--- config.mk ---
export PLATFORM = sky130hd
export DESIGN_NAME = outputChannel
export DESIGN_NICKNAME = d
export VERILOG_FILES = /design/src/rtl/routerPkg.sv /design/src/rtl/flitSwitch.sv /design/src/rtl/grantTimer.sv /design/src/rtl/outputChannel.sv /design/src/rtl/portArbiter.sv
export SDC_FILE = /design/constraint.sdc
export NUM_CORES = 1
export LEC_CHECK = 0
export BUFFER_PORTS_ARGS = -buffer_cell sky130_fd_sc_hd__clkbuf_2
export CAP_MARGIN = 10
export CORE_MARGIN = 4
export CORE_UTILIZATION = 35
export CTS_BUF_LIST = sky130_fd_sc_hd__clkbuf_2 sky130_fd_sc_hd__clkbuf_4 sky130_fd_sc_hd__clkbuf_8
export CTS_CLUSTER_DIAMETER = 40
export CTS_CLUSTER_SIZE = 30
export DETAILED_ROUTE_END_ITERATION = 12
export PLACE_DENSITY = 0.59
export SETUP_SLACK_MARGIN = 0.05
export SLEW_MARGIN = 20
export SYNTH_ARGS = -nofsm -noshare
export SYNTH_HDL_FRONTEND = slang
export SYNTH_SLANG_ARGS = --single-unit
--- constraint.sdc ---
create_clock -name clk -period 15.05 [get_ports clk]
set_input_delay 4.515 -clock clk [delete_from_list [all_inputs] [get_ports clk]]
set_output_delay 4.515 -clock clk [all_outputs]
set_load 0.01 [all_outputs]
--- src/rtl/routerPkg.sv ---
package routerPkg;

  // ********************
  // Port order
  // ********************

  localparam int NumPorts = 5;

  typedef enum logic [2:0]
  {
    PortLocal = 3'd0,
    PortNorth = 3'd1,
    PortEast  = 3'd2,
    PortWest  = 3'd3,
    PortSouth = 3'd4
  } portIdxE;

  // ********************
  // Flit format
  // ********************

  localparam logic [2:0] FlitHead = 3'b001;
  localparam logic [2:0] FlitBody = 3'b010;
  localparam logic [2:0] FlitTail = 3'b100;

  localparam int LenWidth = 12;

  typedef struct packed
  {
    logic [3:0]          dest;   // Destination router
    logic [LenWidth-1:0] length; // Grant limit in cycles, minus one
  } headerT;

  // A head flit carries the header view, body and tail flits carry raw data
  typedef union packed
  {
    headerT                      header;
    logic [$bits(headerT)-1:0]   data;
  } payloadU;

  typedef struct packed
  {
    logic [2:0] flitId;
    payloadU    payload;
  } flitT;

  // ********************
  // Grant vector
  // ********************

  // Declared South first so that bit i belongs to port i of portIdxE
  typedef struct packed
  {
    logic south;
    logic west;
    logic east;
    logic north;
    logic loc;
  } grantT;

endpackage
--- src/rtl/flitSwitch.sv ---
module flitSwitch
(
  input  logic                           clk,
  input  logic                           rst,
  input  routerPkg::grantT               grant,
  input  logic [routerPkg::NumPorts-1:0] req,
  input  routerPkg::flitT                inFlit [routerPkg::NumPorts],
  output routerPkg::flitT                outFlit,
  output logic                           outValid
);

  import routerPkg::*;

  logic [NumPorts-1:0] grantVec;
  flitT                selFlit;  // Flit of the granted port
  logic                selValid; // Granted port is still requesting

  assign grantVec = grant;

  // ********************
  // One-hot select
  // ********************

  // The grant is one-hot or zero, so an AND-OR tree is enough
  always_comb
  begin
    selFlit  = '0;
    selValid = 1'b0;
    for (int i = 0; i < NumPorts; i++)
    begin
      if (grantVec[i])
      begin
        selFlit  = selFlit | inFlit[i];
        selValid = selValid | req[i];
      end
    end
  end

  // ********************
  // Output link register
  // ********************

  always_ff @(posedge clk)
  begin
    if (rst)
    begin
      outValid <= 1'b0;
    end
    else
    begin
      outValid <= selValid;
    end
  end

  always_ff @(posedge clk)
  begin
    if (selValid)
    begin
      outFlit <= selFlit; // Holds the last flit while the link is idle
    end
  end

endmodule

--- src/rtl/grantTimer.sv ---
module grantTimer
(
  input  logic            clk,
  input  logic            rst,
  input  routerPkg::flitT inFlit,
  input  logic            run,
  output logic            timesUp
);

  import routerPkg::*;

  logic [LenWidth-1:0] limit; // Length of the latest head flit on this port
  logic [LenWidth-1:0] count; // Cycles the port has held the channel

  // ********************
  // Limit and counter
  // ********************

  always_ff @(posedge clk)
  begin
    if (rst)
    begin
      limit <= '0;
      count <= '0;
    end
    else
    begin
      // Head flits update the limit whether or not the port holds the grant
      if (inFlit.flitId == FlitHead)
      begin
        limit <= inFlit.payload.header.length;
      end

      if (run)
      begin
        count <= count + 1'b1;
      end
      else
      begin
        count <= '0; // Each new grant period starts from zero
      end
    end
  end

  assign timesUp = (count == limit);

endmodule

--- src/rtl/outputChannel.sv ---
module outputChannel
(
  input  logic                           clk,
  input  logic                           rst,
  input  routerPkg::flitT                inFlit [routerPkg::NumPorts],
  input  logic [routerPkg::NumPorts-1:0] req,
  output routerPkg::grantT               grant,
  output routerPkg::flitT                outFlit,
  output logic                           outValid
);

  import routerPkg::*;

  logic [NumPorts-1:0] timesUp; // Per-port grant limit reached
  logic [NumPorts-1:0] run;     // Per-port timer enable from the arbiter

  // ********************
  // Grant timers
  // ********************

  for (genvar p = 0; p < NumPorts; p++)
  begin : genTimer
    grantTimer uTimer
    (
      .clk     (clk),
      .rst     (rst),
      .inFlit  (inFlit[p]),
      .run     (run[p]),
      .timesUp (timesUp[p])
    );
  end

  // ********************
  // Arbiter and switch
  // ********************

  portArbiter uArbiter
  (
    .clk     (clk),
    .rst     (rst),
    .req     (req),
    .timesUp (timesUp),
    .grant   (grant),
    .run     (run)
  );

  flitSwitch uSwitch
  (
    .clk      (clk),
    .rst      (rst),
    .grant    (grant),
    .req      (req),
    .inFlit   (inFlit),
    .outFlit  (outFlit),
    .outValid (outValid)
  );

endmodule

--- src/rtl/portArbiter.sv ---
module portArbiter
(
  input  logic                           clk,
  input  logic                           rst,
  input  logic [routerPkg::NumPorts-1:0] req,
  input  logic [routerPkg::NumPorts-1:0] timesUp,
  output routerPkg::grantT               grant,
  output logic [routerPkg::NumPorts-1:0] run
);

  import routerPkg::*;

  logic [NumPorts-1:0] curVec;  // Current state as a plain vector
  logic [NumPorts-1:0] nextVec; // Next state
  logic [NumPorts-1:0] keepVec; // Holder that keeps the channel this cycle
  portIdxE             holder;  // Index of the current holder
  logic                idle;
  int                  searchStart;
  int                  searchSpan;

  // First requester among span ports, starting at start and wrapping after South
  function automatic logic [NumPorts-1:0] firstReq
  (
    input logic [NumPorts-1:0] reqVec,
    input int                  start,
    input int                  span
  );
    logic [NumPorts-1:0] pick;
    int                  idx;
    pick = '0;
    // Walk backwards so the earliest port in rotation overwrites later ones
    for (int k = NumPorts - 1; k >= 0; k--)
    begin
      idx = start + k;
      if (idx >= NumPorts)
      begin
        idx = idx - NumPorts;
      end
      if ((k < span) && reqVec[idx])
      begin
        pick = '0;
        pick[idx] = 1'b1;
      end
    end
    return pick;
  endfunction

  assign curVec = grant;
  assign idle   = (curVec == '0);

  // ********************
  // Holder decode
  // ********************

  always_comb
  begin
    holder = PortLocal;
    for (int i = 0; i < NumPorts; i++)
    begin
      if (curVec[i])
      begin
        holder = portIdxE'(i);
      end
    end
  end

  // Only the holder can keep the channel, and only before its time is up
  assign keepVec = curVec & req & ~timesUp;
  assign run     = keepVec;

  // ********************
  // Next state
  // ********************

  always_comb
  begin
    if (idle)
    begin
      searchStart = int'(PortLocal); // Fixed order Local, North, East, West, South
      searchSpan  = NumPorts;
    end
    else
    begin
      searchStart = int'(holder) + 1; // Rotate past the holder and skip it
      searchSpan  = NumPorts - 1;
    end
  end

  always_comb
  begin
    if (keepVec != '0)
    begin
      nextVec = curVec;
    end
    else
    begin
      nextVec = firstReq(req, searchStart, searchSpan); // All zero means idle
    end
  end

  // ********************
  // State register
  // ********************

  always_ff @(posedge clk)
  begin
    if (rst)
    begin
      grant <= '0;
    end
    else
    begin
      grant <= nextVec;
    end
  end

endmodule

==> summary.txt <==
Final GP Congestion: 0.880
DRC: 0
Reg area: 3090 µm²
final setup vio count: 0
Async SR Flop Fraction: 0
first-pass GRT wire length: 39600 µm
Peak supply drop: 0.0738 mV
post-route minimum period: 6.16 ns
Finished Core Util: 0.414
Critical Path Start Type: primary input
Worst Tran Pin Value: 0.862 ns
number of DRC markers in iteration 0: 646
multi-input logic area: 5040 µm²
clk_lat worst skew: 0.44 ns
drt total wl: 25600 µm
Post-DP HPWL: 19400 µm
critical path required time: 15.40 ns
clock root cell: clkbuf_8
crit-path cells: clkbuf_2 > inv_1 > a21o_1 > a211oi_1 > a311oi_1 > o211ai_1 > or3_1 > a311oi_1
Post-Synthesis Cells: 948
n_diodes: 0
fin nets: 1185
CTS tree: yes
htree depth: 4
remaining antenna violation count: 0
synthesized cell area: 8410 µm²
post-synthesis sequential area ratio: 0.368
Worst Path Buf+Inv: 2
Num CTS Buffers: 17
share of cells above drive strength 1: 0.183
clk_skew: 0.00902 ns
Hold-fix buffers, CTS: 0
via count: 7427
critical path type: in -> reg
Slew HR: 0.418
clk slew on worst S/H paths: 0.08 ns
Period Utilization, post-route: 0.409
syn_area_per_cell: 8.88 µm²
Fillers: 2400
via/cell ratio: 5.35
clock tree buffer depth: 2
maximum capacitance violations: 0
Pleak: 4.16 nW
Starting Density: 0.357
count leader, synth: nor2_1
Port Buf Inserts: 126
Worst Path Max Fanout: 6
Largest stage delay, worst path: 0.74 ns
cell mode on critical path: a311oi_1
FP Rows: 56
vias in the first global route: 6922
R2R setup slack: 9.17 ns
Slowest-stage cell, CP: a311oi_1
post-synth top area cell: dfxtp_1
post-CTS setup buffers: 0
Ys Warns: 0
Die H: 163 µm
Post-synth EDFFs: 19
remaining global-route overflow: 0
Top FF cell, synth: dfxtp_1
Syn-to-layout area delta: 16.0%
signal arrival time at the worst endpoint: 6.51 ns
Hold Worst Slack: 0.490 ns
initial antenna violation count: 0
Ports: 127
post-synth top area share: 0.300
Core Box Area: 23500 µm²
Pins Over Slew Limit: 0
Final Hold Vio Count: 0
status: complete, no violations
setup TNS: 0 ns
FF+latch count, synth: 145
Die X: 163 µm
largest net degree at the start of global routing: 76
delay-heaviest family, CP: compound AO/OA/AOI/OAI gates
die area: 26600 µm²
synth top area cells: dfxtp_1 30%, xor2_1 9.6%, mux2i_1 8.3%
crit end category: flip-flop
per-cell routed wire length: 18.5 µm
TritonCTS Sinks: 145
post-CTS sizing: 0
overall routing resource usage: 0.189
RSZ-0062 raised after global routing: no
distinct cell type count after synthesis: 75
Hold Crit Class: reg -> reg
synth cell count leaders: 147 x nor2_1, 126 x dfxtp_1, 92 x xor2_1
Max Clk Rate: 162 MHz
Cell Pwr Density: 161 nW/µm²
drt first pass iters: 5
metal layers:
metal | vias to the layer above | track usage | wire (µm)
met5 | - | 0 | 0
met4 | 0 | 0.0389 | 333
met3 | 29 | 0.0381 | 1410
met2 | 254 | 0.303 | 11700
met1 | 3531 | 0.266 | 12100
li1 | 3613 | - | -
state kept, by name, summed over array words and instances, names as in the netlist:
register	flops
genTimer.uTimer.limit	60
uSwitch.outValid	1
uSwitch.outFlit	19
uArbiter.grant	5
genTimer.uTimer.count	60
worst register-to-register path, cell delays in order (launching register included):
cell and delay [ns]:
dfxtp_2 0.33, buf_4 0.44, nor2_1 0.12, ha_1 0.57
o21ai_4 0.25, ha_1 0.48, and3b_1 0.30, a21o_1 0.22
nor2_1 0.37, nor2_1 0.08, nor2_1 0.10, ha_1 0.32
inv_1 0.18, a21oi_1 0.26, o41ai_1 0.15, nor2_1 0.11
o21ai_0 0.08, a22oi_1 0.16, ha_1 0.32, and4b_1 0.27
o211ai_1 0.10, or3_1 0.35, a311oi_1 0.24
report_power, final:
part	switching, W	internal [W]
registers	0.0000209	0.000445
logic	0.000510	0.000277
clock network	0.000148	0.000166
cell usage in the layout, fill, tap and decap left out, types with 5 or more instances in the layout:
cell         n
a211oi_1    10
a21o_1       6
a21oi_1     18
a222oi_1    19
a22oi_1     23
a311oi_1     6
a31oi_1     11
and2_1       5
and3_1      21
buf_4       11
clkbuf_2   126
clkbuf_8    20
conb_1       6
dfxtp_1    125
edfxtp_1    19
ha_1        28
inv_1       26
mux2i_1     70
nand2_1     54
nand2b_1     9
nand3_1     45
nand4_1      6
nor2_1     147
nor2b_1      9
nor3_1       8
nor4_1      20
o2111ai_1    5
o211ai_1     8
o21ai_0      9
xnor2_1     22
xor2_1      92
kinds of logic after synthesis:
kind of cell / count (synthesis) / synth area share
AND/OR/NAND/NOR: 351 / 0.199
AO/OA/AOI/OAI: 153 / 0.144
flip-flops: 145 / 0.368
XOR/XNOR: 115 / 0.121
buffers and inverters: 82 / 0.0400
multiplexers: 72 / 0.0859
adder cells (fa/ha/maj): 28 / 0.0416
other: 2 / 0.000893
metrics by stage:
stage / power (W) / instance area [µm²] / std cells / setup WS, ns
after floorplan: 0.00102 / 8430 / 952 / 8.76
after global placement: 0.00125 / 9340 / 1355 / 8.55
after detailed placement: 0.00125 / 9350 / 1355 / 8.51
after CTS: 0.00156 / 9750 / 1387 / 8.92
after global routing: 0.00166 / 9760 / 1387 / 8.74
final: 0.00157 / 9760 / 1387 / 8.89
area by class of cell:
type                    count  area share
inverters                  29      0.0114
flip-flops and latches    145       0.317
repair buffers            137      0.0731
well taps                 319      0.0409
multi-input cells         725       0.516
clock inverters             9      0.0109
clock buffers              23      0.0305
path summary, 6_finish.rpt:
check	to	cells past startpoint	startpoint
min	genTimer[1].uTimer.count[0]	1	genTimer[1].uTimer.count[0]
min reg2reg	genTimer[1].uTimer.count[0]	1	genTimer[1].uTimer.count[0]
max reg2reg	uArbiter.grant[3]	22	uArbiter.grant[4]
max	uArbiter.grant[3]	8	req[1]
No activity file was read; power rests on OpenSTA's default activity.
